$ cat config.mk
export PLATFORM = sky130hd
export DESIGN_NAME = result_collector
export DESIGN_NICKNAME = d
export VERILOG_FILES = /design/src/design/seed_pkg.sv /design/src/design/result_collector.sv
export SDC_FILE = /design/constraint.sdc
export NUM_CORES = 1
export LEC_CHECK = 0
export BUFFER_PORTS_ARGS = -buffer_cell sky130_fd_sc_hd__buf_2
export CAP_MARGIN = 15
export CORE_AREA = 8 8 163 165
export DETAILED_ROUTE_END_ITERATION = 10
export DIE_AREA = 0 0 171 173
export PLACE_DENSITY = 0.78
export RECOVER_POWER = 25
export SLEW_MARGIN = 40
export SYNTH_ARGS = -nofsm -noshare
export SYNTH_HDL_FRONTEND = slang
export SYNTH_SLANG_ARGS = --single-unit
$ cat constraint.sdc
create_clock -name clk_32ui_i -period 4.5 [get_ports clk_32ui_i]
set_input_delay 0.45 -clock clk_32ui_i [delete_from_list [all_inputs] [get_ports clk_32ui_i]]
set_output_delay 0.45 -clock clk_32ui_i [all_outputs]
set_load 0.03 [all_outputs]
$ cat src/design/seed_pkg.sv
`default_nettype none

package seed_pkg;

	// --------------------------------------------------
	// engine dimensions
	// --------------------------------------------------
	localparam int NUM_LANES    = 4;
	localparam int LANE_W       = 2;   // lane index, also the memory tag
	localparam int MAX_READS    = 16;
	localparam int READ_NUM_W   = 4;
	localparam int READ_LEN     = 16;  // bases per read at most
	localparam int LEN_W        = 5;
	localparam int BWT_LEN      = 256; // indexed text length, initial l
	localparam int OCC_W        = 32;  // counts and addresses
	localparam int LOAD_W       = 64;
	localparam int RESULT_DEPTH = 4;

	// 2-bit nucleotide code, A C G T
	typedef logic [1:0] base_t;

	// one read as handed to a lane
	typedef struct packed {
		logic [READ_NUM_W-1:0]     read_num;
		logic [LEN_W-1:0]          len;
		base_t [READ_LEN-1:0]      bases;    // base j in bits 2j+1:2j
	} read_desc_t;

	// cnt[c] = number of text symbols smaller than c
	typedef struct packed {
		logic [3:0][OCC_W-1:0]     cnt;
	} l2_table_t;

	// occurrence lookup at both interval ends
	typedef struct packed {
		logic [LANE_W-1:0]         tag;
		logic [OCC_W-1:0]          addr_k;
		logic [OCC_W-1:0]          addr_l;
	} dram_req_t;

	typedef struct packed {
		logic [LANE_W-1:0]         tag;
		logic [3:0][OCC_W-1:0]     occ_k;    // occ(c, k) for c = 0..3
		logic [3:0][OCC_W-1:0]     occ_l;    // occ(c, l)
	} occ_resp_t;

	// final interval of one read
	typedef struct packed {
		logic [READ_NUM_W-1:0]     read_num;
		logic [LEN_W-1:0]          match_len;
		logic [OCC_W-1:0]          k;
		logic [OCC_W-1:0]          l;
	} seed_result_t;

endpackage

`default_nettype wire

$ cat src/design/result_collector.sv
`default_nettype none

module result_collector (
	input  wire                               clk_32ui_i,
	input  wire                               reset_i,
	input  wire                               res_valid_i,
	input  wire seed_pkg::seed_result_t       res_i,
	input  wire [seed_pkg::READ_NUM_W:0]      batch_size_i,
	output logic                              res_ready_o,
	output logic                              output_request_o,
	input  wire                               output_permit_i,
	output logic                              output_valid_o,
	output seed_pkg::seed_result_t            output_data_o,
	output logic                              output_finish_o
);
	import seed_pkg::*;

	seed_result_t                      fifo_mem [RESULT_DEPTH];
	logic [$clog2(RESULT_DEPTH)-1:0]   wr_ptr_q;
	logic [$clog2(RESULT_DEPTH)-1:0]   rd_ptr_q;
	logic [$clog2(RESULT_DEPTH):0]     count_q;
	logic [READ_NUM_W:0]               delivered_q;
	logic                              push;
	logic                              pop;

	// --------------------------------------------------
	// result FIFO
	// --------------------------------------------------
	assign res_ready_o      = (count_q != RESULT_DEPTH);
	assign output_request_o = (count_q != '0);
	assign push             = res_valid_i;
	assign pop              = output_request_o && output_permit_i;

	always_ff @(posedge clk_32ui_i) begin
		if (reset_i) begin
			wr_ptr_q <= '0;
			rd_ptr_q <= '0;
			count_q  <= '0;
		end else begin
			if (push)
				wr_ptr_q <= wr_ptr_q + 1'b1;
			if (pop)
				rd_ptr_q <= rd_ptr_q + 1'b1;
			count_q <= count_q + push - pop;
		end
	end

	always_ff @(posedge clk_32ui_i) begin
		if (push)
			fifo_mem[wr_ptr_q] <= res_i;
		if (pop)
			output_data_o <= fifo_mem[rd_ptr_q]; // valid one cycle after permit
	end

	// --------------------------------------------------
	// delivery and batch finish
	// --------------------------------------------------
	always_ff @(posedge clk_32ui_i) begin
		if (reset_i) begin
			output_valid_o  <= 1'b0;
			delivered_q     <= '0;
			output_finish_o <= 1'b0;
		end else begin
			output_valid_o <= pop;
			if (output_valid_o) begin
				delivered_q <= delivered_q + 1'b1;
				if (delivered_q + 1'b1 == batch_size_i)
					output_finish_o <= 1'b1;
			end
		end
	end

	// the result arbiter is gated by res_ready_o
	no_push_full: assert property (@(posedge clk_32ui_i) disable iff (reset_i)
		push |-> count_q != RESULT_DEPTH);

endmodule

`default_nettype wire

==> flow_metrics.env, run 1 <==
export IMPL_stdcell_count=1088
export IMPL_synth_commonest_cells="edfxtp_1, mux4_2, dfxtp_1, nor2_1"
export IMPL_ys_ff_latch=379
export IMPL_place_gp_congestion=0.8407
export IMPL_viasPerCell=5.492
export IMPL_tns_ns=0
export IMPL_synth_area_per_cell_um2=24.94
export IMPL_grt_start_max_net_pins=77
export IMPL_coreArea_um2=23960
export IMPL_ios=159
export IMPL_ys_warnings_count=0
export IMPL_cp_top_family="adder cells"
export IMPL_critPathLaunchType="flip-flop"
export IMPL_antenna_found_initial=3
export IMPL_clock_skew_ns=0.01552
export IMPL_ir_worst_vdd_uv=492.2
export IMPL_wl_per_cell_um=22.85
export IMPL_post_route_period_util_pct=46.55
export IMPL_setup_viol=0
export IMPL_cp_num_buf_inv=1
export IMPL_grt_overflow_total=0
export IMPL_crit_path_max_incr_delay_ns=0.39
export IMPL_synth_nets=630
export IMPL_postCtsSetupRepairBufs=0
export IMPL_end_kind="flip-flop"
export IMPL_crit_chain="o31a_2, ha_1, inv_1, ha_1, fa_1, xnor2_1, xnor2_1, nor2_1"
export IMPL_start_util_pct=56.20
export IMPL_power_density_nw_per_um2=591.1
export IMPL_synth_top_area_cell="edfxtp_1"
export IMPL_die_y_um=173
export IMPL_syn_inst=540
export IMPL_crit_path_top_delay_cell="fa_1"
export IMPL_die_width_um=171
export IMPL_drt_initial_drc_count=478
export IMPL_dr_pass1_iters=5
export IMPL_hold_class="input port to flip-flop"
export IMPL_synth_seq_area_share_pct=83.47
export IMPL_post_synth_top_count_cell="edfxtp_1"
export IMPL_tightest_slew_ns=0.7994
export IMPL_synth_edff_count=365
export IMPL_rows=57
export IMPL_numPortBuffers=158
export IMPL_crit_arrival_ns=2.49
export IMPL_critPathKind="flip-flop to flip-flop"
export IMPL_vias=5975
export IMPL_root_buffer="clkbuf_16"
export IMPL_rsz0062_at_grt="no"
export IMPL_drive_above_1_share_pct=33.94
export IMPL_required_ns=4.89
export IMPL_clock_latency_ns=0.51
export IMPL_clock_sinks=379
export IMPL_maxCapViolations=0
export IMPL_clkTransAtPathRegs_ns=0.06
export IMPL_cts_path_max_buffers=3
export IMPL_synth_area_um2=13470
export IMPL_cts_buffers=37
export IMPL_postCtsHoldBufs=0
export IMPL_cts_tree="done"
export IMPL_wl_um=24860
export IMPL_r2r_slack_ns=2.41
export IMPL_max_slew_margin_pct=46.70
export IMPL_power_leakage_nw=5.326
export IMPL_nets=824
export IMPL_grt_use_total_pct=17.03
export IMPL_crit_fanout=4
export IMPL_dieArea_um2=29580
export IMPL_synth_top_flop_cell="edfxtp_1"
export IMPL_hpwl_um=15190
export IMPL_hold_viol_final=0
export IMPL_final_antenna_net_count=0
export IMPL_placed_cell_area_um2=14850
export IMPL_final_area_um2=16140
export IMPL_layout_min_cycle_time_ns=2.095
export IMPL_synth_distinct_cells=30
export IMPL_max_freq_mhz=477.4
export IMPL_grt_pass1_vias=6555
export IMPL_synth_area_leaders="edfxtp_1, mux4_2, dfxtp_1"
export IMPL_cts_repair_resized=0
export IMPL_grt_pass1_wl_um=37890
export IMPL_htree_levels=2
export IMPL_place_inst=1019
export IMPL_outcome="finished clean"
export IMPL_power_w=0.009543
export IMPL_drc=0
export IMPL_yosysTopAreaCellShare_pct=81.39
export IMPL_synth_async_reset_ratio_pct=0
export IMPL_slew_violations=0
export IMPL_area_growth_syn_to_layout_pct=19.88
export IMPL_fill_cells=1531
==> logic make-up after synthesis <==
kind of cell,after synthesis,share of synthesized area (%)
xor+xnor,14,0.9105
fa+ha+maj,8,0.7990
compound gates,5,0.2973
flops,379,83.47
mux,75,12.36
simple gates,34,1.338
buf+inv,25,0.8269
==> metal layers <==
layer	global-route usage [%]	vias up	wire length (µm)
met4	4.857	4	493
met1	21.86	3070	9868
met3	5.443	39	2184
met2	27.62	210	12280
met5	0	-	27
li1	-	2652	-
==> cell usage in the layout, fill, tap and decap left out, types with 4 or more instances in the layout <==
cell,count
and2_4,4
buf_12,11
buf_2,103
bufinv_16,9
clkbuf_1,60
clkbuf_16,39
clkinv_2,7
dfxtp_1,12
edfxtp_1,365
ha_1,7
inv_1,8
mux4_2,73
nor2_1,12
xnor2_1,8
xor2_1,6
==> power by group <==
group,total [W],leakage (nW),internal [W],switching [W]
combinational,0.00166,1.17,0.000664,0.000995
clock,0.00338,0.669,0.00214,0.00124
sequential,0.00450,3.48,0.00435,0.000156
==> path summary, 6_finish.rpt <==
check             startpoint         endpoint  depth (start not counted)
max               count_q[2]       count_q[2]                          8
min                res_i[58]  fifo_mem[3][58]                          1
max reg2reg       count_q[2]       count_q[2]                          8
min reg2reg  output_finish_o  output_finish_o                          2
==> state kept, by name, summed over array words and instances, names as in the netlist <==
signal           cells
count_q              3
delivered_q          5
fifo_mem           292
output_data_o       73
output_finish_o      1
output_valid_o       1
rd_ptr_q             2
wr_ptr_q             2
==> stage by stage <==
stage / utilization, % / setup WS [ns] / hold slack, ns
after floorplan: - / 0.8064 / 0.4984
after global placement: 61.02 / 2.142 / 0.4452
after detailed placement: 61.96 / 2.410 / 0.4510
after CTS: 67.65 / 2.392 / 0.1187
after global routing: 67.37 / 2.264 / 0.1565
final: 67.37 / 2.405 / 0.1602
==> cell type report <==
type	count	area, µm²	area share (%)
antenna	1	2.502	0.01550
clock buffer	46	1022	6.332
clock inverter	22	341.6	2.116
inverter	8	30.03	0.1860
multi-input combinational	136	2126	13.17
sequential	379	11250	69.67
tap	324	405.4	2.511
timing repair buffer	172	968.4	5.999
Note: power is estimated with default switching activity, not from simulation.
==> inputs of run 2 (changes only) <==
clock period = 2.2 ns   (was 4.5 ns; I/O delays follow)
==> flow_metrics.env, run 2 (synthesis results as in run 1) <==
export IMPL_setup_viol=0
export IMPL_drive_above_1_share_pct=31.71
export IMPL_viasPerCell=5.445
export IMPL_final_cell_mix="edfxtp_1, buf_2, mux4_2, dlygate4sd3_1, clkbuf_1"
export IMPL_start_util_pct=56.20
export IMPL_maxCapViolations=0
export IMPL_hold_viol_final=0
export IMPL_tns_ns=0
export IMPL_hold_slack_ns=0.09403
export IMPL_crit_fanout=4
export IMPL_numPortBuffers=158
export IMPL_rows=57
export IMPL_clock_skew_ns=0.009018
export IMPL_htree_levels=2
export IMPL_cts_path_max_buffers=3
export IMPL_drt_initial_drc_count=376
export IMPL_clock_sinks=379
export IMPL_cts_buffers=38
export IMPL_crit_chain="o31a_4, ha_1, inv_1, ha_1, fa_2, xnor2_2, xnor2_1, nor2_1"
export IMPL_root_buffer="clkbuf_16"
export IMPL_grt_use_total_pct=17.59
export IMPL_grt_overflow_total=0
export IMPL_power_leakage_nw=5.635
export IMPL_wl_um=25620
export IMPL_die_y_um=173
export IMPL_critPathKind="flip-flop to flip-flop"
export IMPL_tightest_slew_ns=0.7080
export IMPL_end_kind="flip-flop"
export IMPL_hold_class="input port to flip-flop"
export IMPL_antenna_found_initial=1
export IMPL_die_width_um=171
export IMPL_place_gp_congestion=0.7592
export IMPL_wl_per_cell_um=21.97
export IMPL_required_ns=2.57
export IMPL_grt_pass1_vias=7061
export IMPL_max_slew_margin_pct=52.80
export IMPL_cp_top_family="adder cells"
export IMPL_cpMostUsedCell="ha_1"
export IMPL_crit_path_max_incr_delay_ns=0.36
export IMPL_layout_commonest_cell="edfxtp_1"
export IMPL_slew_violations=0
export IMPL_dieArea_um2=29580
export IMPL_area_growth_syn_to_layout_pct=25.12
export IMPL_power_w=0.01930
export IMPL_hpwl_um=15070
export IMPL_clock_latency_ns=0.50
export IMPL_final_area_um2=16850
export IMPL_max_freq_mhz=477.5
export IMPL_vias=6349
export IMPL_postCtsSetupRepairBufs=0
export IMPL_critPathLaunchType="flip-flop"
export IMPL_cp_num_buf_inv=1
export IMPL_post_route_period_util_pct=95.19
export IMPL_ir_worst_vdd_uv=761.7
export IMPL_crit_arrival_ns=2.46
export IMPL_final_antenna_net_count=0
export IMPL_coreArea_um2=23960
export IMPL_ios=159
export IMPL_nets=902
export IMPL_grt_start_max_net_pins=46
export IMPL_crit_path_top_delay_cell="fa_2"
export IMPL_power_density_nw_per_um2=1145
export IMPL_placed_cell_area_um2=14880
export IMPL_dr_pass1_iters=7
export IMPL_largest_reg_flops=292
export IMPL_diodes=0
export IMPL_rsz0062_at_grt="no"
export IMPL_clkTransAtPathRegs_ns=0.06
export IMPL_reg_top3="fifo_mem x292, output_data_o x73, delivered_q x5"
export IMPL_drc=0
export IMPL_layout_min_cycle_time_ns=2.094
export IMPL_grt_pass1_wl_um=39820
export IMPL_outcome="finished clean"
export IMPL_regMostFlops="fifo_mem"
export IMPL_cts_tree="done"
## run 2: cell types whose count changed in the layout (fill, tap and decap cells not counted), moves of 3 or more
cell           change
bufinv_16          -5
clkinv_1           +5
buf_4              +5
clkbuf_1           -3
dlygate4sd3_1     +73
## run 2: report_power, final
part	internal, W	total [W]	switching [W]
Combinational	0.00149	0.00354	0.00205
Sequential	0.00889	0.00925	0.000362
Clock	0.00396	0.00650	0.00255
## run 2: worst paths after layout
path | depth (start not counted) | start | slack [ns] | end
worst max-delay path | 8 | count_q[2] | 0.11 | count_q[2]
worst min-delay path | 2 | reset_i | 0.09 | delivered_q[3]
worst max register to register | 8 | count_q[2] | 0.11 | count_q[2]
worst min register to register | 2 | output_finish_o | 0.47 | output_finish_o
## run 2: metrics by stage
| step | cells | worst slack, ns | utilization (%) |
|---|---|---|---|
| 2_1_floorplan | 540 | -0.1807 | - |
| 3_3_place_gp | 1023 | 0.1748 | 62.10 |
| 3_5_place_dp | 1023 | 0.1115 | 62.10 |
| 4_1_cts | 1166 | 0.1012 | 70.55 |
| 5_1_grt | 1166 | 0.02001 | 70.32 |
| 6_report | 1166 | 0.1059 | 70.32 |
## run 2: final cells by class
class                   count  area, µm²
clock buffers              47       1079
clock inverters            23      215.2
fillers                  1447       7113
inverters                   8      30.03
multi-input cells         136       2143
flip-flops and latches    379      11250
well taps                 324      405.4
repair buffers            249       1727
## run 2: routing by layer
metal	vias up	GRT usage [%]	part of all wire [%]
met2	225	30.41	52
met5	-	0	0.047
met4	2	4.132	1.7
met3	44	3.689	6.7
li1	2800	-	-
met1	3278	22.47	40
## run 2: repair_timing
| action | 4_1_cts | 5_1_grt |
|---|---|---|
| endpoints found under the hold margin | 292 | 0 |
| resized for setup | 0 | 4 |
| hold buffers | 73 | 0 |
| endpoints found under the setup margin | 0 | 1 |
