**src/design/seed_pkg.sv**
```systemverilog
`default_nettype none

package seed_pkg;

	// --------------------------------------------------
	// engine dimensions
	// --------------------------------------------------
	localparam int NUM_LANES    = 4;
	localparam int LANE_W       = 2;   // lane index, also the memory tag
	localparam int MAX_READS    = 16;
	localparam int READ_NUM_W   = 4;
	localparam int READ_LEN     = 16;  // bases per read at most
	localparam int LEN_W        = 5;
	localparam int BWT_LEN      = 256; // indexed text length, initial l
	localparam int OCC_W        = 32;  // counts and addresses
	localparam int LOAD_W       = 64;
	localparam int RESULT_DEPTH = 4;

	// 2-bit nucleotide code, A C G T
	typedef logic [1:0] base_t;

	// one read as handed to a lane
	typedef struct packed {
		logic [READ_NUM_W-1:0]     read_num;
		logic [LEN_W-1:0]          len;
		base_t [READ_LEN-1:0]      bases;    // base j in bits 2j+1:2j
	} read_desc_t;

	// cnt[c] = number of text symbols smaller than c
	typedef struct packed {
		logic [3:0][OCC_W-1:0]     cnt;
	} l2_table_t;

	// occurrence lookup at both interval ends
	typedef struct packed {
		logic [LANE_W-1:0]         tag;
		logic [OCC_W-1:0]          addr_k;
		logic [OCC_W-1:0]          addr_l;
	} dram_req_t;

	typedef struct packed {
		logic [LANE_W-1:0]         tag;
		logic [3:0][OCC_W-1:0]     occ_k;    // occ(c, k) for c = 0..3
		logic [3:0][OCC_W-1:0]     occ_l;    // occ(c, l)
	} occ_resp_t;

	// final interval of one read
	typedef struct packed {
		logic [READ_NUM_W-1:0]     read_num;
		logic [LEN_W-1:0]          match_len;
		logic [OCC_W-1:0]          k;
		logic [OCC_W-1:0]          l;
	} seed_result_t;

endpackage

`default_nettype wire

```
**src/design/ext_lane.sv**
```systemverilog
`default_nettype none

module ext_lane #(
	parameter int LANE_ID = 0
) (
	input  wire                           clk_32ui_i,
	input  wire                           reset_i,
	input  wire                           start_i,
	input  wire seed_pkg::read_desc_t     desc_i,
	input  wire seed_pkg::l2_table_t      l2_i,
	output logic                          idle_o,
	output logic                          req_valid_o,
	output seed_pkg::dram_req_t           req_o,
	input  wire                           req_grant_i,
	input  wire                           resp_valid_i,
	input  wire seed_pkg::occ_resp_t      resp_i,
	output logic                          res_valid_o,
	output seed_pkg::seed_result_t        res_o,
	input  wire                           res_grant_i
);
	import seed_pkg::*;

	typedef enum logic [1:0] {
		S_IDLE,
		S_REQ,  // request held until granted
		S_WAIT, // one lookup outstanding
		S_DONE  // result held until granted
	} state_t;

	state_t                        state_q;
	read_desc_t                    desc_q;
	logic [OCC_W-1:0]              k_q;
	logic [OCC_W-1:0]              l_q;
	logic [$clog2(READ_LEN)-1:0]   pos_q;
	logic [LEN_W-1:0]              match_q;
	base_t                         cur_base;
	logic [OCC_W-1:0]              new_k;
	logic [OCC_W-1:0]              new_l;
	logic                          resp_hit;
	logic                          empty_next;

	assign resp_hit   = resp_valid_i && (resp_i.tag == LANE_W'(LANE_ID));
	assign cur_base   = desc_q.bases[pos_q];
	assign new_k      = l2_i.cnt[cur_base] + resp_i.occ_k[cur_base];
	assign new_l      = l2_i.cnt[cur_base] + resp_i.occ_l[cur_base];
	assign empty_next = (new_k >= new_l);

	// --------------------------------------------------
	// control
	// --------------------------------------------------
	always_ff @(posedge clk_32ui_i) begin
		if (reset_i) begin
			state_q <= S_IDLE;
		end else begin
			case (state_q)
				S_IDLE: if (start_i) state_q <= (desc_i.len == '0) ? S_DONE : S_REQ;
				S_REQ:  if (req_grant_i) state_q <= S_WAIT;
				S_WAIT: if (resp_hit) state_q <= (empty_next || pos_q == '0) ? S_DONE : S_REQ;
				S_DONE: if (res_grant_i) state_q <= S_IDLE;
				default: state_q <= S_IDLE;
			endcase
		end
	end

	// interval and position
	always_ff @(posedge clk_32ui_i) begin
		if (state_q == S_IDLE && start_i) begin
			desc_q  <= desc_i;
			k_q     <= '0;
			l_q     <= OCC_W'(BWT_LEN);
			pos_q   <= desc_i.len[$clog2(READ_LEN)-1:0] - 1'b1; // last base first
			match_q <= '0;
		end else if (state_q == S_WAIT && resp_hit && !empty_next) begin
			k_q     <= new_k;
			l_q     <= new_l;
			match_q <= match_q + 1'b1;
			pos_q   <= pos_q - 1'b1; // wraps after base 0, unused then
		end
	end

	// --------------------------------------------------
	// outputs
	// --------------------------------------------------
	assign idle_o      = (state_q == S_IDLE);
	assign req_valid_o = (state_q == S_REQ);
	assign res_valid_o = (state_q == S_DONE);

	always_comb begin
		req_o.tag       = LANE_W'(LANE_ID);
		req_o.addr_k    = k_q;
		req_o.addr_l    = l_q;
		res_o.read_num  = desc_q.read_num;
		res_o.match_len = match_q;
		res_o.k         = k_q;
		res_o.l         = l_q;
	end

	// tags from memory must follow this lane's own request
	resp_in_wait: assert property (@(posedge clk_32ui_i) disable iff (reset_i)
		resp_hit |-> state_q == S_WAIT);

endmodule

`default_nettype wire

```
**config.mk**
```make
export PLATFORM = sky130hd
export DESIGN_NAME = ext_lane
export DESIGN_NICKNAME = d
export VERILOG_FILES = /design/src/design/seed_pkg.sv /design/src/design/ext_lane.sv
export SDC_FILE = /design/constraint.sdc
export NUM_CORES = 1
export LEC_CHECK = 0
export ABC_AREA = 1
export BUFFER_PORTS_ARGS = -buffer_cell sky130_fd_sc_hd__buf_2
export CAP_MARGIN = 20
export CORE_AREA = 4 4 224 226
export CTS_CLUSTER_DIAMETER = 30
export DETAILED_ROUTE_END_ITERATION = 12
export DIE_AREA = 0 0 228 230
export PLACE_DENSITY = 0.52
export SLEW_MARGIN = 20
export SYNTH_ARGS = -nofsm -noshare
export SYNTH_HDL_FRONTEND = slang
export SYNTH_SLANG_ARGS = --single-unit
```
**constraint.sdc**
```tcl
create_clock -name clk_32ui_i -period 6.8 [get_ports clk_32ui_i]
set_clock_uncertainty 0.1 [all_clocks]
set_input_delay 0.68 -clock clk_32ui_i [delete_from_list [all_inputs] [get_ports clk_32ui_i]]
set_output_delay 0.68 -clock clk_32ui_i [all_outputs]
set_load 0.1 [all_outputs]
```
==> results.md, run 1 <==
- Outcome: completed
- Worst setup SP type: register
- Worst Setup Slack post-DPL: -0.443 ns
- Adder-cell area share of the yosys netlist: about a tenth
- Net count reported at finish: 2852
- Slowest cell on crit path: fa_1
- Die Height: about 230 um
- Routed wl met3: between 3000 and 4000 um
- Gpl congestion: between 0.9 and 1
- Commonest cells after routing, fill and taps aside: buf_2 (572), nand2_1 (402), nor2_1 (322)
- Fin crit period: between 6 and 7 ns
- Drt initial violations: about 970
- Worst-margin pin slew: 0.621 ns
- Period Utilization, post-route: 92.7%
- Detailed Routing Iterations Pass 1: 5
- Met2 routed wirelength: roughly 32000 um
- Crit Path Category: reg2reg
- Max H-tree Level: 3
- Worst Path Arrival: 6.48 ns
- CP Capture Type: register
- Clock transition at path regs: 0.08 ns
- Synthesized cell area: 0.0119 mm2
- Post-Synth XOR/XNOR Area: 3.76%
- Num CTS Buffers: 9
- Grt ovf: 0
- Worst min-delay path category: reg2reg
- Buffers on Ports: between 500 and 600
- Vias/cell: 4.90
- Largest family of logic cells by synthesized area: simple AND/OR/NAND/NOR gates
- Initial Util: approximately 25%
- CTS Buffer Depth: 2
- Sequential share of the synthesized area: between 20% and 30%
- Area grow syn2layout: 30.9%
- DR vias: roughly 15000
- Most common cell after layout, fill and taps aside: buf_2
- Yosys Warn Count: 0
- Asr flop ratio synth: 0%
- Final Setup Violations: 0
- Row count: 81
- CTS tree: yes
- Largest net degree at the start of global routing: between 80 and 90
- DR WL/cell: 22.0 um
- Most used cell, CP: nand2_1
- Die area: roughly 0.052 mm2
- Critical Path Max Stage Delay: about 0.46 ns
- Initial antenna violation count: 33
- Synthesized flop and latch total: roughly 110
- Clock root cell: clkbuf_16
- Post-synthesis average cell area: around 6.4 um2
- Final Util: 32.1%
- Post-route DRC: 0
- F_max: around 160 MHz
- Synth Area in Simple Gates: approximately 30%
- Post-synthesis compound-gate area fraction: between 20% and 30%
- Io pins: roughly 580
- First-pass GRT wire length: a little over 90000 um
- Vias in the first global route: ~15000
- Metal-1 WL: roughly 28000 um
- Critical path data required time: ~7 ns
- Clock Latency Late Sink: ~0.36 ns
- Core area: approximately 0.048 mm2
- Gate count after technology mapping: 1851
- DR top layer: met5
- Detail Placement HPWL: roughly 57000 um
- Setup WS post-layout: roughly 0.50 ns
- Layout cells sized above 1: 29.6%
- Top FF cell, synth: dfxtp_1
- Max-slew headroom: between 50% and 60%
- Cell variety after synth: 53
- Slew Viols, Final: 0
- Gr usage total: around a quarter
- Post-synthesis mux area share: 0%
- Hold Buf Count CTS: 0
- Crit path max fanout: 32
- Final WL: 65200 um
- Hold Vio Cnt, Final: 0
- Max Cap Viol: 0
- Final antenna-violating net count: 0
- Post-synth EDFFs: 40
- Die X: between 200 and 250 um
- Sink Count: 111
registers in the layout, indices dropped and copies added (netlist names):
signal	count
desc_q	32
k_q	32
l_q	32
match_q	5
pos_q	4
res_o	4
state_q	2
kinds of logic after synthesis:
family,count (synthesis)
other cells,1
simple gates,857
xor+xnor,51
compound gates,439
flops,111
buf+inv,294
fa+ha+maj,98
cells in the mapped netlist, drive strengths merged (2+ instances only):
cell type  instances  area share, %
edfxtp            40             10
xnor2             11           0.81
o21a               5           0.32
a21oi             90            3.8
o21ai            217            9.2
dfxtp             71             12
or2                4           0.21
nand4              7           0.37
a21o               7           0.44
o32ai             36            2.7
a21boi             2           0.13
nand3b             4           0.25
clkbuf            22           0.70
inv              141            4.5
fa                 2           0.34
and2               3           0.16
ha                96             10
o21bai            14           0.98
nor2             325             10
nor4               4           0.26
a32oi              2           0.27
nor3              17           0.72
buf              129            7.8
nand3             84            3.7
o22ai             55            2.9
xor2              40            3.0
a31oi              6           0.32
nand2            408             13
clkinv             2          0.063
through the flow:
| step | hold WS, ns | instances | setup TNS [ns] | area (um2) |
|---|---|---|---|---|
| final | 0.368 | 2963 | 0 | 15500 |
| after global routing | 0.382 | 2956 | -0.0477 | 15500 |
| after CTS | 0.374 | 2942 | 0 | 15100 |
| after detailed placement | 0.362 | 2923 | -27.86 | 14800 |
| after global placement | 0.358 | 2923 | -21.06 | 14800 |
| after floorplan | 0.430 | 1852 | 0 | 11900 |
worst paths after layout:
check	from	end	slack, ns	depth (start not counted)
worst min register to register	k_q[19]	k_q[19]	0.37	2
worst max-delay path	pos_q[0]	l_q[6]	0.50	34
worst min-delay path	k_q[19]	k_q[19]	0.37	2
worst max register to register	pos_q[0]	l_q[6]	0.50	34
metal layers:
| metal | vias up | global-route usage, % |
|---|---|---|
| met2 | 514 | 43.1 |
| met1 | 6819 | 28.6 |
| li1 | 7112 | - |
| met5 | - | 0 |
| met3 | 80 | 3.91 |
| met4 | 6 | 5.68 |
layout make-up:
class | count | area [um2]
antenna | 15 | 37.5
clock buffer | 12 | 278
clock inverter | 4 | 32.5
fill | 5496 | 32800
inverter | 143 | 549
multi-input combinational | 1447 | 7960
sequential | 111 | 2620
tap | 622 | 778
timing repair buffer | 609 | 3270
timing repair:
action,CTS,global route
buffers inserted,3,4
gates resized for setup,3,60
cloned,0,1
pin swaps,0,2
endpoints found under the setup margin,73,73
worst max-delay path, delay by kind of cell (launching register included):
kind | cells | cell delay (ns)
AND/OR/NAND/NOR | 20 | 2.78
adder cells (fa/ha/maj) | 3 | 0.99
buffers and inverters | 6 | 0.96
AO/OA/AOI/OAI | 5 | 0.87
flip-flops | 1 | 0.45
Power of run 1 is left out: the tool's default activity adds up to more than one toggle a clock period on the data nets, which glitch-free logic cannot reach.
==> run 2, diff against run 1 <==
--- a/config.mk
+++ b/config.mk
@@ -12,7 +12,8 @@
 export CTS_CLUSTER_DIAMETER = 30
 export DETAILED_ROUTE_END_ITERATION = 12
 export DIE_AREA = 0 0 228 230
-export PLACE_DENSITY = 0.52
+export HOLD_SLACK_MARGIN = 0.08
+export PLACE_DENSITY = 0.5
 export SLEW_MARGIN = 20
 export SYNTH_ARGS = -nofsm -noshare
 export SYNTH_HDL_FRONTEND = slang
==> results.md, run 2 (synthesis gave the netlist of run 1 again) <==
- Biggest regs: desc_q: 32 flops, k_q: 32 flops, l_q: 32 flops
- Clock Latency Late Sink: 0.36 ns (about the same)
- DR vias: 14605 (+0.51%)
- Outcome: completed
- Clock transition at path regs: 0.07 ns (about the same)
- CTS tree: yes
- Net count reported at finish: 2866 (+0.49%)
- DR WL/cell: 21.7 um (-1.4%)
- CTS Buffer Depth: 2 (unchanged)
- Critical Path Max Stage Delay: 0.51 ns (+0.05 ns)
- F_max: 159 MHz (about the same)
- CP Capture Type: register
- Final WL: 64800 um (-0.68%)
- Initial antenna violation count: 30 (-9.1%)
- Vias in the first global route: 14397 (-2.1%)
- Period Utilization, post-route: 92.7% (about the same)
- Largest net degree at the start of global routing: 131 (+58%)
- Slew Viols, Final: 0 (unchanged)
- Die area: 0.0524 mm2 (unchanged)
- Detailed Routing Iterations Pass 1: 5 (unchanged)
- Worst-margin pin slew: 0.669 ns (+0.0481 ns)
- Post-route DRC: 0 (unchanged)
- Gr usage total: 23.1% (-0.42 points)
- Most common cell after layout, fill and taps aside: buf_2
- Slowest cell on crit path: edfxtp_1
- Detail Placement HPWL: 55800 um (-1.5%)
- Register Area: 0.00262 mm2 (unchanged)
- Commonest cells after routing, fill and taps aside: buf_2 (572), nand2_1 (402), nor2_1 (321)
- Final instance area: 0.0156 mm2 (+0.23%)
- Area of the multi-input gates: 0.00786 mm2 (-1.3%)
- Worst min-delay path category: reg2reg
- Buffers on Ports: 572 (unchanged)
- Row count: 81 (unchanged)
- Max-slew headroom: 55.4% (-3.1 points)
- Max H-tree Level: 3 (unchanged)
- Max Cap Viol: 0 (unchanged)
- Most used cell, CP: nand2_1
- Worst setup SP type: register
- Worst Path Arrival: 6.48 ns (about the same)
- Critical path data required time: 6.98 ns (about the same)
- Sink Count: 111 (unchanged)
- Core area: 0.0483 mm2 (unchanged)
- Crit path max fanout: 65 (+100%)
- Final antenna-violating net count: 0 (unchanged)
- Vias/cell: 4.89 (-0.20%)
- Io pins: 575 (unchanged)
- Gpl congestion: 0.935 (+1.4%)
- Clock root cell: clkbuf_16
- RSZ-0062 raised after global routing: false
- First-pass GRT wire length: 91500 um (-2.0%)
- DP Area: 0.0149 mm2 (+0.92%)
- Die Height: 230 um (unchanged)
- Drt initial violations: 999 (+3.3%)
- Area grow syn2layout: 31.2%
- Buf/Inv on CP: 6 (unchanged)
- Crit-path leading delay family: simple AND/OR/NAND/NOR gates
- Num CTS Buffers: 9 (unchanged)
- # fillers: 5475 (-0.38%)
- Final Setup Violations: 0 (unchanged)
- Fin crit period: 6.30 ns (-0.00166 ns)
- Layout cells sized above 1: 29.2% (-0.43 points)
- Crit Path Category: reg2reg
- Hold Vio Cnt, Final: 0 (unchanged)
- Die X: 228 um (unchanged)
- Grt ovf: 0 (unchanged)
- Initial Util: 24.5% (unchanged)
## run 2: final cells by class
| type | instances | share of cell area (%) |
|---|---|---|
| diodes | 22 | 0.354 |
| clock buffers | 10 | 1.47 |
| clock inverters | 6 | 0.241 |
| inverters | 143 | 3.56 |
| multi-input cells | 1447 | 50.5 |
| flip-flops and latches | 111 | 16.9 |
| well taps | 622 | 5.00 |
| repair buffers | 623 | 22.0 |
## run 2: timing repair
| action | 4_1_cts | 5_1_grt |
|---|---|---|
| pin swaps | 1 | 5 |
| hold buffers | 0 | 0 |
| setup endpoints to repair | 73 | 73 |
| resized for setup | 10 | 28 |
| gates cloned | 0 | 2 |
| setup buffers | 4 | 9 |
## run 2: path summary, 6_finish.rpt
kind	from	to	slack, ns	depth (start not counted)
min	k_q[3]	k_q[3]	0.37	2
max reg2reg	pos_q[0]	k_q[28]	0.50	34
max	pos_q[0]	k_q[28]	0.50	34
min reg2reg	k_q[3]	k_q[3]	0.37	2
## run 2: worst reg2reg max path, delay by kind of cell, from the launching register on
| kind | cells | cell delay [ns] |
|---|---|---|
| AND/OR/NAND/NOR | 21 | 2.90 |
| buffers and inverters | 6 | 0.99 |
| adder cells (fa/ha/maj) | 3 | 0.97 |
| AO/OA/AOI/OAI | 4 | 0.74 |
| flip-flops | 1 | 0.51 |
## run 2: layer usage
metal	GRT usage, %	vias to the layer above	wire length, um
met5	0	-	47
met4	8.65	6	2190
met3	3.82	89	3650
met2	41.1	553	32300
met1	27.9	6797	26600
li1	-	7160	-
## run 2: per-stage QoR
| stage | instances | hold WS, ns | utilization (%) | setup TNS [ns] | setup slack, ns |
|---|---|---|---|---|---|
| after global routing | 2973 | 0.382 | 32.1 | 0 | 0.00654 |
| after global placement | 2931 | 0.368 | 30.8 | -16.72 | -0.278 |
| after floorplan | 1852 | 0.430 | - | 0 | 1.50 |
| after CTS | 2951 | 0.373 | 31.6 | 0 | 0.000759 |
| after detailed placement | 2931 | 0.368 | 30.8 | -20.26 | -0.351 |
| final | 2984 | 0.372 | 32.2 | 0 | 0.500 |
Power of run 2 is left out for the same reason.
