[config.mk]
export PLATFORM = sky130hd
export DESIGN_NAME = read_buffer
export DESIGN_NICKNAME = d
export VERILOG_FILES = /design/src/design/seed_pkg.sv /design/src/design/read_buffer.sv
export SDC_FILE = /design/constraint.sdc
export NUM_CORES = 1
export LEC_CHECK = 0
export BUFFER_PORTS_ARGS = -buffer_cell sky130_fd_sc_hd__buf_2
export CORE_AREA = 2 2 225 227
export CTS_CLUSTER_SIZE = 16
export DETAILED_ROUTE_END_ITERATION = 6
export DIE_AREA = 0 0 227 229
export HOLD_SLACK_MARGIN = 0.15
export PLACE_DENSITY_LB_ADDON = 0.12
export SLEW_MARGIN = 20
export SYNTH_ARGS = -nofsm -noshare
export SYNTH_HDL_FRONTEND = slang
export SYNTH_SLANG_ARGS = --single-unit
[constraint.sdc]
create_clock -name clk_32ui_i -period 7 [get_ports clk_32ui_i]
set_input_delay 0 -clock clk_32ui_i [delete_from_list [all_inputs] [get_ports clk_32ui_i]]
set_output_delay 0 -clock clk_32ui_i [all_outputs]
set_load 0.01 [all_outputs]
[src/design/seed_pkg.sv]
`default_nettype none

package seed_pkg;

	// --------------------------------------------------
	// engine dimensions
	// --------------------------------------------------
	localparam int NUM_LANES    = 4;
	localparam int LANE_W       = 2;   // lane index, also the memory tag
	localparam int MAX_READS    = 16;
	localparam int READ_NUM_W   = 4;
	localparam int READ_LEN     = 16;  // bases per read at most
	localparam int LEN_W        = 5;
	localparam int BWT_LEN      = 256; // indexed text length, initial l
	localparam int OCC_W        = 32;  // counts and addresses
	localparam int LOAD_W       = 64;
	localparam int RESULT_DEPTH = 4;

	// 2-bit nucleotide code, A C G T
	typedef logic [1:0] base_t;

	// one read as handed to a lane
	typedef struct packed {
		logic [READ_NUM_W-1:0]     read_num;
		logic [LEN_W-1:0]          len;
		base_t [READ_LEN-1:0]      bases;    // base j in bits 2j+1:2j
	} read_desc_t;

	// cnt[c] = number of text symbols smaller than c
	typedef struct packed {
		logic [3:0][OCC_W-1:0]     cnt;
	} l2_table_t;

	// occurrence lookup at both interval ends
	typedef struct packed {
		logic [LANE_W-1:0]         tag;
		logic [OCC_W-1:0]          addr_k;
		logic [OCC_W-1:0]          addr_l;
	} dram_req_t;

	typedef struct packed {
		logic [LANE_W-1:0]         tag;
		logic [3:0][OCC_W-1:0]     occ_k;    // occ(c, k) for c = 0..3
		logic [3:0][OCC_W-1:0]     occ_l;    // occ(c, l)
	} occ_resp_t;

	// final interval of one read
	typedef struct packed {
		logic [READ_NUM_W-1:0]     read_num;
		logic [LEN_W-1:0]          match_len;
		logic [OCC_W-1:0]          k;
		logic [OCC_W-1:0]          l;
	} seed_result_t;

endpackage

`default_nettype wire

[src/design/read_buffer.sv]
`default_nettype none

module read_buffer (
	input  wire                               clk_32ui_i,
	input  wire                               reset_i,
	input  wire                               load_valid_i,
	input  wire [seed_pkg::LOAD_W-1:0]        load_data_i,
	input  wire [seed_pkg::READ_NUM_W:0]      batch_size_i,
	output logic                              load_done_o,
	output seed_pkg::l2_table_t               l2_o,
	input  wire [seed_pkg::NUM_LANES-1:0]     lane_idle_i,
	output logic [seed_pkg::NUM_LANES-1:0]    lane_start_o,
	output seed_pkg::read_desc_t              desc_o,
	output logic [seed_pkg::READ_NUM_W:0]     batch_size_o
);
	import seed_pkg::*;

	logic [READ_NUM_W+1:0]   word_cnt_q; // two L2 words, then reads
	logic [READ_NUM_W:0]     batch_q;
	logic [READ_NUM_W:0]     sent_q;     // reads already dispatched
	logic [2*READ_LEN-1:0]   bases_mem [MAX_READS];
	logic [LEN_W-1:0]        len_mem [MAX_READS];
	logic [READ_NUM_W-1:0]   wr_idx;
	logic [READ_NUM_W-1:0]   rd_idx;
	logic [NUM_LANES-1:0]    avail;
	logic [NUM_LANES-1:0]    pick;
	logic                    load_fire;
	logic                    dispatch;

	assign load_fire = load_valid_i && !load_done_o;
	assign wr_idx    = READ_NUM_W'(word_cnt_q - 2'd2);
	assign rd_idx    = sent_q[READ_NUM_W-1:0];

	// --------------------------------------------------
	// load stream
	// --------------------------------------------------
	always_ff @(posedge clk_32ui_i) begin
		if (reset_i) begin
			word_cnt_q  <= '0;
			batch_q     <= '0;
			load_done_o <= 1'b0;
		end else if (load_fire) begin
			word_cnt_q <= word_cnt_q + 1'b1;
			if (word_cnt_q == '0)
				batch_q <= batch_size_i; // sampled with word 0
			if (word_cnt_q == {1'b0, batch_q} + 1'b1)
				load_done_o <= 1'b1;     // last read word
		end
	end

	always_ff @(posedge clk_32ui_i) begin
		if (load_fire) begin
			if (word_cnt_q == 0) begin
				l2_o.cnt[0] <= load_data_i[OCC_W-1:0];
				l2_o.cnt[1] <= load_data_i[2*OCC_W-1:OCC_W];
			end else if (word_cnt_q == 1) begin
				l2_o.cnt[2] <= load_data_i[OCC_W-1:0];
				l2_o.cnt[3] <= load_data_i[2*OCC_W-1:OCC_W];
			end else begin
				bases_mem[wr_idx] <= load_data_i[2*READ_LEN-1:0];
				len_mem[wr_idx]   <= load_data_i[2*READ_LEN +: LEN_W];
			end
		end
	end

	// --------------------------------------------------
	// dispatch to lowest idle lane
	// --------------------------------------------------
	// a lane still shows idle during its start pulse
	assign avail    = lane_idle_i & ~lane_start_o;
	assign pick     = avail & (~avail + 1'b1);
	assign dispatch = load_done_o && (sent_q < batch_q) && (|avail);

	always_ff @(posedge clk_32ui_i) begin
		if (reset_i) begin
			lane_start_o <= '0;
			sent_q       <= '0;
		end else begin
			lane_start_o <= dispatch ? pick : '0;
			if (dispatch)
				sent_q <= sent_q + 1'b1;
		end
	end

	always_ff @(posedge clk_32ui_i) begin
		if (dispatch) begin
			desc_o.read_num <= rd_idx; // arrival order
			desc_o.len      <= len_mem[rd_idx];
			desc_o.bases    <= bases_mem[rd_idx];
		end
	end

	assign batch_size_o = batch_q;

	// lane stays idle through its own start pulse
	start_to_idle: assert property (@(posedge clk_32ui_i) disable iff (reset_i)
		(lane_start_o & ~lane_idle_i) == '0);

endmodule

`default_nettype wire

==> results of run 1 <==
repair_timing:
item                                    4_1_cts  5_1_grt
gates resized for setup                       0        0
endpoints found under the setup margin        0        0
hold buffers                                111        0
endpoints found under the hold margin       741        0
cell families after synthesis:
kind of cell             Yosys count  share of synthesized area, %
flip-flops                       782                         80.62
multiplexers                     191                         13.04
AND/OR/NAND/NOR                  111                         2.046
AO/OA/AOI/OAI                     88                         1.929
buffers and inverters             71                         1.357
XOR/XNOR                          16                        0.4855
adder cells (fa/ha/maj)           12                        0.5201
synth_stat cells (2+ instances only):
cell | count | share of area (%)
sky130_fd_sc_hd__or3_1 | 3 | 0.065
sky130_fd_sc_hd__xor2_1 | 7 | 0.21
sky130_fd_sc_hd__nor2b_1 | 38 | 0.82
sky130_fd_sc_hd__mux4_2 | 148 | 12
sky130_fd_sc_hd__clkbuf_1 | 22 | 0.29
sky130_fd_sc_hd__a211oi_1 | 37 | 0.96
sky130_fd_sc_hd__a21oi_1 | 41 | 0.71
sky130_fd_sc_hd__buf_4 | 9 | 0.23
sky130_fd_sc_hd__nor4_1 | 3 | 0.065
sky130_fd_sc_hd__inv_1 | 10 | 0.13
sky130_fd_sc_hd__buf_2 | 19 | 0.33
sky130_fd_sc_hd__ha_1 | 12 | 0.52
sky130_fd_sc_hd__nand3_1 | 9 | 0.16
sky130_fd_sc_hd__buf_1 | 2 | 0.026
sky130_fd_sc_hd__nand2b_1 | 7 | 0.15
sky130_fd_sc_hd__dfxtp_1 | 21 | 1.5
sky130_fd_sc_hd__mux2i_1 | 43 | 1.5
sky130_fd_sc_hd__buf_6 | 9 | 0.35
sky130_fd_sc_hd__xnor2_1 | 9 | 0.27
sky130_fd_sc_hd__nand4_1 | 3 | 0.065
sky130_fd_sc_hd__nand2_1 | 10 | 0.13
sky130_fd_sc_hd__o21ai_0 | 3 | 0.052
sky130_fd_sc_hd__edfxtp_1 | 761 | 79
sky130_fd_sc_hd__nor3_1 | 2 | 0.035
sky130_fd_sc_hd__nor2_1 | 33 | 0.43
report_power, final:
part	leakage [nW]	internal [W]	switching [W]
registers	7.05	0.00524	0.0000387
logic	2.99	0.000229	0.000302
clock network	1.20	0.00235	0.00165
total	11.2	0.00782	0.00199
per-layer routing:
layer  wire [um]  global-route usage (%)
met4        1190                   6.025
met2       30220                   39.29
met1       24180                   32.59
met3        3760                   4.734
met5           0                       0
worst max-delay path, delay by kind of cell, from the launching register on:
family / cells / cell delay, ns
simple gates: 4 / 1.49
flops: 1 / 0.32
mux: 1 / 0.28
buf+inv: 2 / 1.29
cells in the final DEF (no fill, tap or decap), types with 4 or more instances in the layout:
cell type / instances
sky130_fd_sc_hd__mux2i_1: 43
sky130_fd_sc_hd__clkbuf_1: 14
sky130_fd_sc_hd__nand2b_1: 7
sky130_fd_sc_hd__clkinv_1: 18
sky130_fd_sc_hd__nand2_1: 10
sky130_fd_sc_hd__xnor2_1: 9
sky130_fd_sc_hd__nor2b_1: 38
sky130_fd_sc_hd__a21oi_1: 41
sky130_fd_sc_hd__dfxtp_1: 17
sky130_fd_sc_hd__clkbuf_16: 81
sky130_fd_sc_hd__nand3_1: 9
sky130_fd_sc_hd__dlygate4sd3_1: 111
sky130_fd_sc_hd__ha_1: 12
sky130_fd_sc_hd__xor2_1: 7
sky130_fd_sc_hd__edfxtp_1: 761
sky130_fd_sc_hd__nor2_4: 16
sky130_fd_sc_hd__a211oi_1: 37
sky130_fd_sc_hd__mux4_2: 148
sky130_fd_sc_hd__bufinv_16: 7
sky130_fd_sc_hd__dfxtp_4: 4
sky130_fd_sc_hd__buf_2: 254
sky130_fd_sc_hd__nor2_1: 17
sky130_fd_sc_hd__inv_1: 9
sky130_fd_sc_hd__buf_4: 25
sky130_fd_sc_hd__clkinv_2: 14
final cells by class:
type / count / area, um2
flip-flops and latches: 782 / 23290
fillers: 3110 / 15150
multi-input cells: 418 / 5326
repair buffers: 391 / 2590
clock buffers: 95 / 2079
well taps: 672 / 840.8
clock inverters: 39 / 347.8
inverters: 10 / 37.54
sequential cells by signal, indices dropped and copies added, names as in the netlist:
signal	flops
lane_start_o	4
l2_o	128
batch_size_o	5
word_cnt_q	6
sent_q	5
bases_mem	512
load_done_o	1
len_mem	80
desc_o	41
through the flow:
step | worst slack, ns | hold slack, ns | utilization [%] | instances | instance area (um2)
finish | 3.359 | 0.3328 | 69.49 | 2407 | 34510
global route | 3.061 | 0.3396 | 69.49 | 2407 | 34510
CTS | 3.373 | 0.2983 | 69.49 | 2407 | 34510
detailed placement | 3.758 | 0.1907 | 62.37 | 2162 | 30970
global placement | 3.854 | 0.1877 | 62.37 | 2162 | 30970
floorplan | 0.9685 | 0.07674 | - | 1271 | 28870
final timing paths:
path                                   to  slack, ns  depth (start not counted)
max          batch_size_o[4]$_SDFFE_PP0P_       3.36                          7
min            bases_mem[7][15]$_DFFE_PP_       0.33                          2
max reg2reg  batch_size_o[4]$_SDFFE_PP0P_       3.36                          7
min reg2reg        sent_q[4]$_SDFFE_PP0P_       0.49                          2
==> flow_summary.rst, run 1 <==
.. list-table::
   :header-rows: 1

   * - Metric
     - Value
   * - Highest Clock Rate
     - 274.7 MHz
   * - Antenna cell count
     - 0
   * - Layout cell share with drive strength beyond 1
     - 31.93%
   * - Num ports
     - 255
   * - Slowest stage cell, crit path
     - sky130_fd_sc_hd__buf_4
   * - Post-CTS Setup Bufs
     - 0
   * - Run status
     - finished, final reports clean
   * - Path category of the worst min-delay check
     - in2reg
   * - Number of setup violations in the final report
     - 0
   * - CTS tree
     - yes
   * - CTS Buffer Depth
     - 3
   * - Share of synthesized registers carrying an async set or reset
     - 0%
   * - Min-Delay Startpoint
     - load_data_i[15]
   * - Summed instance area of the synthesized netlist
     - 0.02887 mm2
   * - Primary flip-flop cell chosen by synthesis mapping
     - sky130_fd_sc_hd__edfxtp_1
   * - Count of final max-slew check failures
     - 0
   * - Vias in the first global route
     - 14741
   * - Std-Cell Rows
     - 82
   * - Floorplan die area
     - 0.05198 mm2
   * - Final critical-path required period
     - 3.641 ns
   * - Start of the worst register-to-register path
     - load_done_o$_SDFFE_PP0P_
   * - Skew-Pair Late Insertion Delay
     - 0.61 ns
   * - H-tree levels
     - 3
   * - Final period util
     - 52.01%
   * - Initial antenna violation count
     - 0
   * - Crit. End Element
     - register
   * - DPL Wire Length
     - 29890 um
   * - Pin count of the biggest net entering global routing
     - 94
   * - Power density over cell area
     - 284.3 mW/mm2
   * - Number of vias after detailed routing
     - 13996
   * - Die height
     - 229 um
   * - Clock transition at the registers of the reported paths
     - 0.06 ns
   * - Endpoints failing hold
     - 0
   * - Post-Synthesis Cells
     - 1271
   * - Global-route wire length before repair
     - 89420 um
   * - Grt total ovfl
     - 0
   * - Category of the worst setup path launch point
     - register
   * - Synthesized netlist net count
     - 1359
   * - Clock skew
     - 0.01676 ns
   * - VDD IR max
     - 0.0002157 V
   * - Clock Sink Count
     - 782
   * - Max-cap check violation count
     - 0
   * - Number of flip-flops and latches in the synthesized netlist
     - 782
   * - Count of TritonRoute iterations in the first routing pass
     - 5
   * - Static leakage
     - 11.24 nW
   * - Placeable core area
     - 0.04966 mm2
   * - Register area share after synthesis
     - 80.62%
   * - Worst Path Required
     - 7.49 ns
   * - DRC errors left
     - 0
   * - Detail-routed net length per standard cell
     - 24.66 um
   * - Critical path type
     - reg2reg
   * - Die W
     - 227 um
   * - Total chip power
     - 0.009811 W
   * - Setup repair after global routing missed its margin
     - false
   * - Cells traversed along the worst timing path
     - nor2b_1 > nand2_1 > nor2_8 > buf_4 > mux2i_1 > nor2_1 > dlygate4sd3_1
   * - Max transition margin
     - 25.58%
   * - Cts bufs inserted
     - 77
   * - Data arrival at the endpoint of the critical path
     - 4.13 ns
   * - Total negative setup slack
     - 0 ns
   * - Worst-Margin Slew
     - 1.116 ns
   * - Number of DRC markers in iteration 0
     - 1050
   * - Max FO, Critical Path
     - 46
   * - Worst setup startpoint
     - load_done_o$_SDFFE_PP0P_
   * - Synth warn
     - 0
   * - Syn_area_per_cell
     - 22.71 um2
   * - Largest stage delay on the critical path
     - 0.71 ns
   * - Count of flip-flops with a built-in enable after synthesis
     - 761
   * - # port buffers
     - 254
   * - Final routed wirelength across all metal layers
     - 59350 um
   * - Via density
     - 5.815
   * - Number of nets with antenna violations after detailed routing
     - 0
   * - Cell variety after synth
     - 35
   * - Cell at the root of the clock tree
     - sky130_fd_sc_hd__clkbuf_16
   * - # nets final
     - 1768
   * - Starting density of the core
     - 58.13%
   * - Gr usage total
     - 23.63%
   * - Weighted congestion reported at the end of routability-driven placement
     - 0.7443
   * - Area growth syn-to-layout
     - 19.55%
(Power assumes the default switching activity.)
==> run 2, diff against run 1 <==
ABC_AREA = 1   (was default)
CORE_AREA = 2 2 227 229   (was 2 2 225 227)
DIE_AREA = 0 0 229 231   (was 0 0 227 229)
clock period = 3.4 ns   (was 7 ns; I/O delays follow)
==> run 2 against run 1 <==
Die area rose by 1.8%. Critical path depth grew 1. Global-route usage rose by 3.7 points. Final area rose by 1.4%. Combinational power grew to 3.1 times the previous value. Core utilization down 0.46 points. Sequential power up 110%. Clock-buffer cell count increased by 5. Routed wire length rose by 22%. Flip-flop and latch count stayed put.
==> flow_summary.rst, run 2 <==
.. list-table::
   :header-rows: 1

   * - Metric
     - Value
   * - Primary flip-flop cell chosen by synthesis mapping
     - sky130_fd_sc_hd__edfxtp_1
   * - Data arrival at the endpoint of the critical path
     - 3.15 ns
   * - Share of the core filled with cells
     - 69.03%
   * - Count of TritonRoute iterations in the first routing pass
     - 6
   * - Run status
     - finished, final reports clean
   * - Std-Cell Rows
     - 83
   * - Number of DRC markers in iteration 0
     - 2056
   * - H-tree levels
     - 3
   * - Number of setup violations in the final report
     - 0
   * - Cell type with the largest total area after synthesis
     - sky130_fd_sc_hd__edfxtp_1
   * - Largest register FFs
     - 512
   * - Global-route wire length before repair
     - 108000 um
   * - Worst-Margin Slew
     - 1.039 ns
   * - Synthesized netlist net count
     - 2144
   * - Static leakage
     - 12.02 nW
   * - Reg with most FFs
     - bases_mem
   * - Gate power share
     - 8.0%
   * - Number of flip-flops and latches in the synthesized netlist
     - 782
   * - Endpoints failing hold
     - 0
   * - Die height
     - 231 um
   * - Most numerous cell in the Yosys netlist
     - sky130_fd_sc_hd__edfxtp_1
   * - Count of placed standard cells including taps
     - 2906
   * - Fill cell instance count of the final layout
     - 3516
   * - Cell at the root of the clock tree
     - sky130_fd_sc_hd__clkbuf_16
   * - Setup repair after global routing missed its margin
     - false
   * - Antenna cell count
     - 0
   * - Post-Synthesis Cells
     - 2056
   * - DPL Wire Length
     - 41060 um
   * - Area growth syn-to-layout
     - 18.90%
   * - Grt total ovfl
     - 0
   * - Clock Sink Count
     - 782
   * - Layout cell share with drive strength beyond 1
     - 17.49%
   * - Gates resized, CTS repair
     - 0
   * - Switching power as a share of total power
     - 22.83%
   * - CTS Buffer Depth
     - 3
   * - Gr usage total
     - 27.34%
   * - Cell variety after synth
     - 33
   * - Max-cap check violation count
     - 0
   * - Final routed wirelength across all metal layers
     - 72200 um
   * - Vias in the first global route
     - 17461
   * - Min-Delay Startpoint
     - reset_i
   * - # nets final
     - 2500
   * - Number of vias after detailed routing
     - 18299
   * - Depth of the worst register-to-register path
     - 8
   * - Final period util
     - 84.06%
   * - Switching power total
     - 0.004727 W
   * - Most frequent cells after synthesis
     - sky130_fd_sc_hd__edfxtp_1, sky130_fd_sc_hd__nor2_1, sky130_fd_sc_hd__o21ai_0
   * - Worst setup startpoint
     - word_cnt_q[1]$_SDFFE_PP0P_
   * - Cts bufs inserted
     - 78
   * - Max FO, Critical Path
     - 18
   * - Destination of the worst hold path
     - sent_q[3]$_SDFFE_PP0P_
   * - Seq pwr share
     - 52.8%
   * - Start of the worst register-to-register path
     - word_cnt_q[1]$_SDFFE_PP0P_
   * - Initial antenna violation count
     - 3
   * - Synth warn
     - 0
   * - Skew-Pair Late Insertion Delay
     - 0.62 ns
   * - Path category of the worst min-delay check
     - in2reg
   * - Summed instance area of the synthesized netlist
     - 0.02942 mm2
   * - Placeable core area
     - 0.05068 mm2
   * - Category of the worst setup path launch point
     - register
   * - Worst Path Required
     - 3.69 ns
   * - Internal power
     - 0.01597 W
   * - Count of flip-flops with a built-in enable after synthesis
     - 761
   * - Crit. End Element
     - register
   * - Syn_area_per_cell
     - 14.31 um2
   * - Cells on Worst Hold Path
     - 3
   * - CTS tree
     - yes
   * - Slack of the worst reg-to-reg path
     - 0.54 ns
   * - Clock transition at the registers of the reported paths
     - 0.06 ns
   * - Detail-routed net length per standard cell
     - 22.89 um
   * - Count of final max-slew check failures
     - 0
   * - Starting density of the core
     - 58.06%
   * - Number of nets with antenna violations after detailed routing
     - 0
   * - Final critical-path required period
     - 2.858 ns
   * - VDD IR max
     - 0.0006080 V
   * - Most frequent standard cell in the layout excluding fill and tap cells
     - sky130_fd_sc_hd__edfxtp_1
   * - # port buffers
     - 254
   * - Dominant cells by area after synthesis
     - sky130_fd_sc_hd__edfxtp_1, sky130_fd_sc_hd__nor2_1, sky130_fd_sc_hd__o21ai_0
   * - Via density
     - 5.800
   * - Max transition margin
     - 30.74%
   * - Total non-filler cell area in the finished layout
     - 0.03498 mm2
   * - DRC errors left
     - 0
   * - Share of synthesized registers carrying an async set or reset
     - 0%
   * - Total chip power
     - 0.02070 W
   * - Clock skew
     - 0.02820 ns
   * - Power density over cell area
     - 591.7 mW/mm2
   * - Die W
     - 229 um
   * - Num ports
     - 255
   * - Commonest non-fill, non-tap cells in the layout
     - sky130_fd_sc_hd__edfxtp_1, sky130_fd_sc_hd__nor2_1, sky130_fd_sc_hd__o21ai_0
   * - Share of Yosys cell area claimed by the top area cell type
     - 77.67%
   * - Placed standard-cell area
     - 0.03152 mm2
   * - Layout Cells excl Fill
     - 3155
   * - Critical path type
     - reg2reg
   * - Pin count of the biggest net entering global routing
     - 140
   * - Weighted congestion reported at the end of routability-driven placement
     - 0.8345
   * - Highest Clock Rate
     - 349.9 MHz
   * - Register area share after synthesis
     - 79.10%
   * - Total negative setup slack
     - 0 ns
   * - Floorplan die area
     - 0.05290 mm2
   * - Reg2reg end
     - bases_mem[1][17]$_DFFE_PP_
   * - Share of power burned in the clock network
     - 39.3%
[run 2: changes by cell type in the layout (fill, tap and decap cells not counted), moves of 45 or more]
cell | before | now
sky130_fd_sc_hd__o21ai_0 | 3 | 262
sky130_fd_sc_hd__mux4_2 | 148 | 0
sky130_fd_sc_hd__o21ai_1 | 0 | 45
sky130_fd_sc_hd__nand2_1 | 10 | 121
sky130_fd_sc_hd__o211ai_1 | 1 | 74
sky130_fd_sc_hd__o22ai_1 | 0 | 74
sky130_fd_sc_hd__nor2_1 | 17 | 391
sky130_fd_sc_hd__nand3_1 | 9 | 89
[run 2: timing repair]
action,in CTS,in global routing
buffers inserted,0,0
hold buffers,106,0
hold endpoints to repair,741,0
[run 2: worst max path at each step]
stage	endpoint	slack, ns	depth (start not counted)
after floorplan	batch_size_o[1]$_SDFFE_PP0P_	0.14	7
after global placement	bases_mem[1][14]$_DFFE_PP_	0.68	8
after detailed placement	bases_mem[1][14]$_DFFE_PP_	0.62	8
after CTS	bases_mem[1][17]$_DFFE_PP_	0.58	8
after global routing	bases_mem[1][4]$_DFFE_PP_	0.38	8
final	bases_mem[1][17]$_DFFE_PP_	0.54	8
[run 2: stage by stage]
stage | hold slack, ns | setup slack [ns]
after floorplan | 0.06907 | 0.1381
after global placement | 0.1878 | 0.6756
after detailed placement | 0.1912 | 0.6193
after CTS | 0.1737 | 0.5842
after global routing | 0.1824 | 0.3763
final | 0.1892 | 0.5420
[run 2: layer usage]
metal	vias up	track usage [%]	share of wire [%]
met5	-	0	0
met4	0	8.056	2.0
met3	86	6.077	11
met2	910	41.03	46
met1	8977	40.66	42
li1	8326	-	-
[run 2: layout make-up]
class / count / area, um2 / share of cell area, %
Multi-Input combinational cell: 1122 / 5538 / 15.83
Clock buffer: 100 / 2120 / 6.059
Clock inverter: 43 / 287.8 / 0.8226
Sequential cell: 782 / 23280 / 66.55
Inverter: 33 / 136.4 / 0.3898
Timing Repair Buffer: 395 / 2770 / 7.918
Tap cell: 680 / 850.8 / 2.432
[run 2: critical path, cell delays in order (launching register included)]
cell                      delay (ns)
sky130_fd_sc_hd__dfxtp_1        0.43
sky130_fd_sc_hd__inv_1          0.13
sky130_fd_sc_hd__ha_1           0.23
sky130_fd_sc_hd__nand3_1        0.16
sky130_fd_sc_hd__nand2_1        0.14
sky130_fd_sc_hd__a31oi_2        0.26
sky130_fd_sc_hd__nand2_1        0.32
sky130_fd_sc_hd__nor2_4         0.48
sky130_fd_sc_hd__buf_4          0.36
[run 2: cells by family after synthesis]
family,count (synthesis),share of synthesized area (%)
simple gates,633,8.637
buf+inv,152,2.560
flops,782,79.10
fa+ha+maj,12,0.5103
xor+xnor,5,0.1489
compound gates,472,9.049
[run 2: power by group through the flow]
stage / clock, W / combinational [W] / sequential, W
6_report: 0.00813 / 0.00165 / 0.0109
5_1_grt: 0.00865 / 0.00179 / 0.0109
4_1_cts: 0.00825 / 0.00163 / 0.0109
3_5_place_dp: 0 / 0.00153 / 0.0111
3_3_place_gp: 0 / 0.00151 / 0.0111
2_1_floorplan: 0 / 0.000775 / 0.0112
==> run 3, diff against run 2 <==
ABC_AREA = 0   (was 1)
CORE_AREA = 2 2 225 227   (was 2 2 227 229)
DIE_AREA = 0 0 227 229   (was 0 0 229 231)
clock period = 2.7 ns   (was 3.4 ns; I/O delays follow)
==> run 3 against run 2 <==
Cell count decreased by 23%. Clock skew decreased by 0.0086 ns. Register-to-register slack got worse by 0.31 ns. Hold slack improved by 0.16 ns. Critical path depth decreased by 2. Setup slack got worse by 0.31 ns. Routed wire length decreased by 17%. Sequential share of layout area increased by 0.16 points. Final area decreased by 0.20%. Combinational power decreased by 11%. Highest routed layer unchanged. Power increased by 22%.
==> flow_summary.rst, run 3 (synthesis results as in run 1) <==
.. list-table::
   :header-rows: 1

   * - Metric
     - Value
   * - Run status
     - finished, final reports clean
   * - Die height
     - 229 um
   * - Max transition margin
     - 26.14%
   * - Num ports
     - 255
   * - Weighted congestion reported at the end of routability-driven placement
     - 0.7554
   * - Number of vias after detailed routing
     - 14051
   * - WL met1
     - 24370 um
   * - Max FO, Critical Path
     - 20
   * - Worst-Margin Slew
     - 1.108 ns
   * - Final routed wirelength across all metal layers
     - 59970 um
   * - H-tree levels
     - 3
   * - Area growth syn-to-layout
     - 20.95%
   * - Met2 routed wirelength
     - 31090 um
   * - Commonest non-fill, non-tap cells in the layout
     - sky130_fd_sc_hd__edfxtp_1, sky130_fd_sc_hd__buf_2, sky130_fd_sc_hd__mux4_2
   * - Detail-routed net length per standard cell
     - 24.66 um
   * - Clock Sink Count
     - 782
   * - Gr usage total
     - 23.96%
   * - Floorplan die area
     - 0.05198 mm2
   * - Endpoints failing hold
     - 0
   * - Final WS setup
     - 0.2296 ns
   * - Layout Cells excl Fill
     - 2432
   * - Max-cap check violation count
     - 0
   * - Pin count of the biggest net entering global routing
     - 79
   * - Global-route wire length before repair
     - 91070 um
   * - Final period util
     - 91.50%
   * - Number of DRC markers in iteration 0
     - 1140
   * - DPL Wire Length
     - 32200 um
   * - Category of the worst setup path launch point
     - register
   * - Count of placed standard cells including taps
     - 2189
   * - CTS Buffer Depth
     - 3
   * - Number of nets with antenna violations after detailed routing
     - 0
   * - Power density over cell area
     - 721.3 mW/mm2
   * - Cell at the root of the clock tree
     - sky130_fd_sc_hd__clkbuf_16
   * - Antenna cell count
     - 0
   * - VDD IR max
     - 0.0006752 V
   * - Count of TritonRoute iterations in the first routing pass
     - 4
   * - Final critical-path required period
     - 2.470 ns
   * - Initial antenna violation count
     - 0
   * - Crit. End Element
     - register
   * - Path category of the worst min-delay check
     - in2reg
   * - Largest register FFs
     - 512
   * - Reg with most FFs
     - bases_mem
   * - Layout cell share with drive strength beyond 1
     - 32.90%
   * - Data arrival at the endpoint of the critical path
     - 2.94 ns
   * - Share of the core filled with cells
     - 70.31%
   * - Cts bufs inserted
     - 77
   * - Most frequent standard cell in the layout excluding fill and tap cells
     - sky130_fd_sc_hd__edfxtp_1
   * - Highest Clock Rate
     - 404.8 MHz
   * - Count of final max-slew check failures
     - 0
   * - Std-Cell Rows
     - 82
   * - # nets final
     - 1797
   * - Worst hold margin
     - 0.3506 ns
   * - Metal3 WL
     - 3491 um
   * - Grt total ovfl
     - 0
   * - CTS tree
     - yes
   * - Worst Path Required
     - 3.17 ns
   * - Number of setup violations in the final report
     - 0
   * - Via density
     - 5.778
   * - Top sig layer
     - met4
   * - Vias in the first global route
     - 14916
   * - Starting density of the core
     - 58.13%
   * - Static leakage
     - 11.40 nW
   * - Worst slack, placed
     - 0.3931 ns
   * - Placeable core area
     - 0.04966 mm2
   * - Clock transition at the registers of the reported paths
     - 0.06 ns
   * - Skew-Pair Late Insertion Delay
     - 0.59 ns
   * - Setup repair after global routing missed its margin
     - false
   * - Critical path type
     - reg2reg
   * - # port buffers
     - 254
   * - Clock skew
     - 0.01956 ns
   * - Die W
     - 227 um
   * - DRC errors left
     - 0
-- run 3: changes by cell type in the layout (fill, tap and decap cells not counted), sizes merged, moves of 73 or more --
cell / before / now
nand3: 89 / 9
mux4: 0 / 148
o211ai: 74 / 1
o22ai: 74 / 0
o21ai: 307 / 3
nand2: 124 / 10
nor2: 414 / 34
-- run 3: final timing paths --
path | startpoint | end | slack, ns | cells after the start
worst min-delay path | load_data_i[13] | bases_mem[14][13]$_DFFE_PP_ | 0.35 | 2
worst max register to register | word_cnt_q[5]$_SDFFE_PP0P_ | batch_size_o[3]$_SDFFE_PP0P_ | 0.23 | 6
worst min register to register | sent_q[4]$_SDFFE_PP0P_ | sent_q[4]$_SDFFE_PP0P_ | 0.50 | 2
worst max-delay path | word_cnt_q[5]$_SDFFE_PP0P_ | batch_size_o[3]$_SDFFE_PP0P_ | 0.23 | 6
-- run 3: critical path, stage by stage (launching register included) --
cell and delay (ns):
sky130_fd_sc_hd__dfxtp_2 0.34, sky130_fd_sc_hd__or4_1 0.71, sky130_fd_sc_hd__nor2_8 0.19, sky130_fd_sc_hd__buf_12 0.20, sky130_fd_sc_hd__mux2i_1 0.25, sky130_fd_sc_hd__nor2_1 0.07, sky130_fd_sc_hd__dlygate4sd3_1 0.58
-- run 3: final cells by class --
| cell class | instances | area, um2 |
|---|---|---|
| Fill cell | 3035 | 14740 |
| Multi-Input combinational cell | 418 | 5333 |
| Inverter | 10 | 37.54 |
| Clock inverter | 28 | 256.5 |
| Clock buffer | 102 | 2083 |
| Sequential cell | 782 | 23290 |
| Tap cell | 672 | 840.8 |
| Timing Repair Buffer | 420 | 3073 |
-- run 3: per-stage QoR --
| stage | total power [W] | TNS (ns) | area, um2 |
|---|---|---|---|
| floorplan | 0.01467 | -198.06 | 28890 |
| global placement | 0.01524 | 0 | 31450 |
| detailed placement | 0.01527 | 0 | 31450 |
| CTS | 0.02538 | 0 | 34910 |
| global route | 0.02603 | 0 | 34910 |
| finish | 0.02518 | 0 | 34910 |
-- run 3: report_power, final --
part           switching, W  internal [W]
Combinational      0.000820      0.000648
Sequential        0.0000814        0.0136
Clock               0.00418       0.00587
-- run 3: what timing repair did --
| action | in CTS | in global routing |
|---|---|---|
| setup buffers | 0 | 1 |
| endpoints found under the setup margin | 0 | 5 |
| gates resized for setup | 0 | 0 |
| hold buffers | 112 | 0 |
| hold endpoints to repair | 741 | 0 |
-- run 3: routing by layer --
layer / vias to the layer above / track usage [%]
met5: - / 0
met2: 443 / 40.24
li1: 6141 / -
met4: 0 / 6.373
met3: 67 / 4.452
met1: 7400 / 32.76
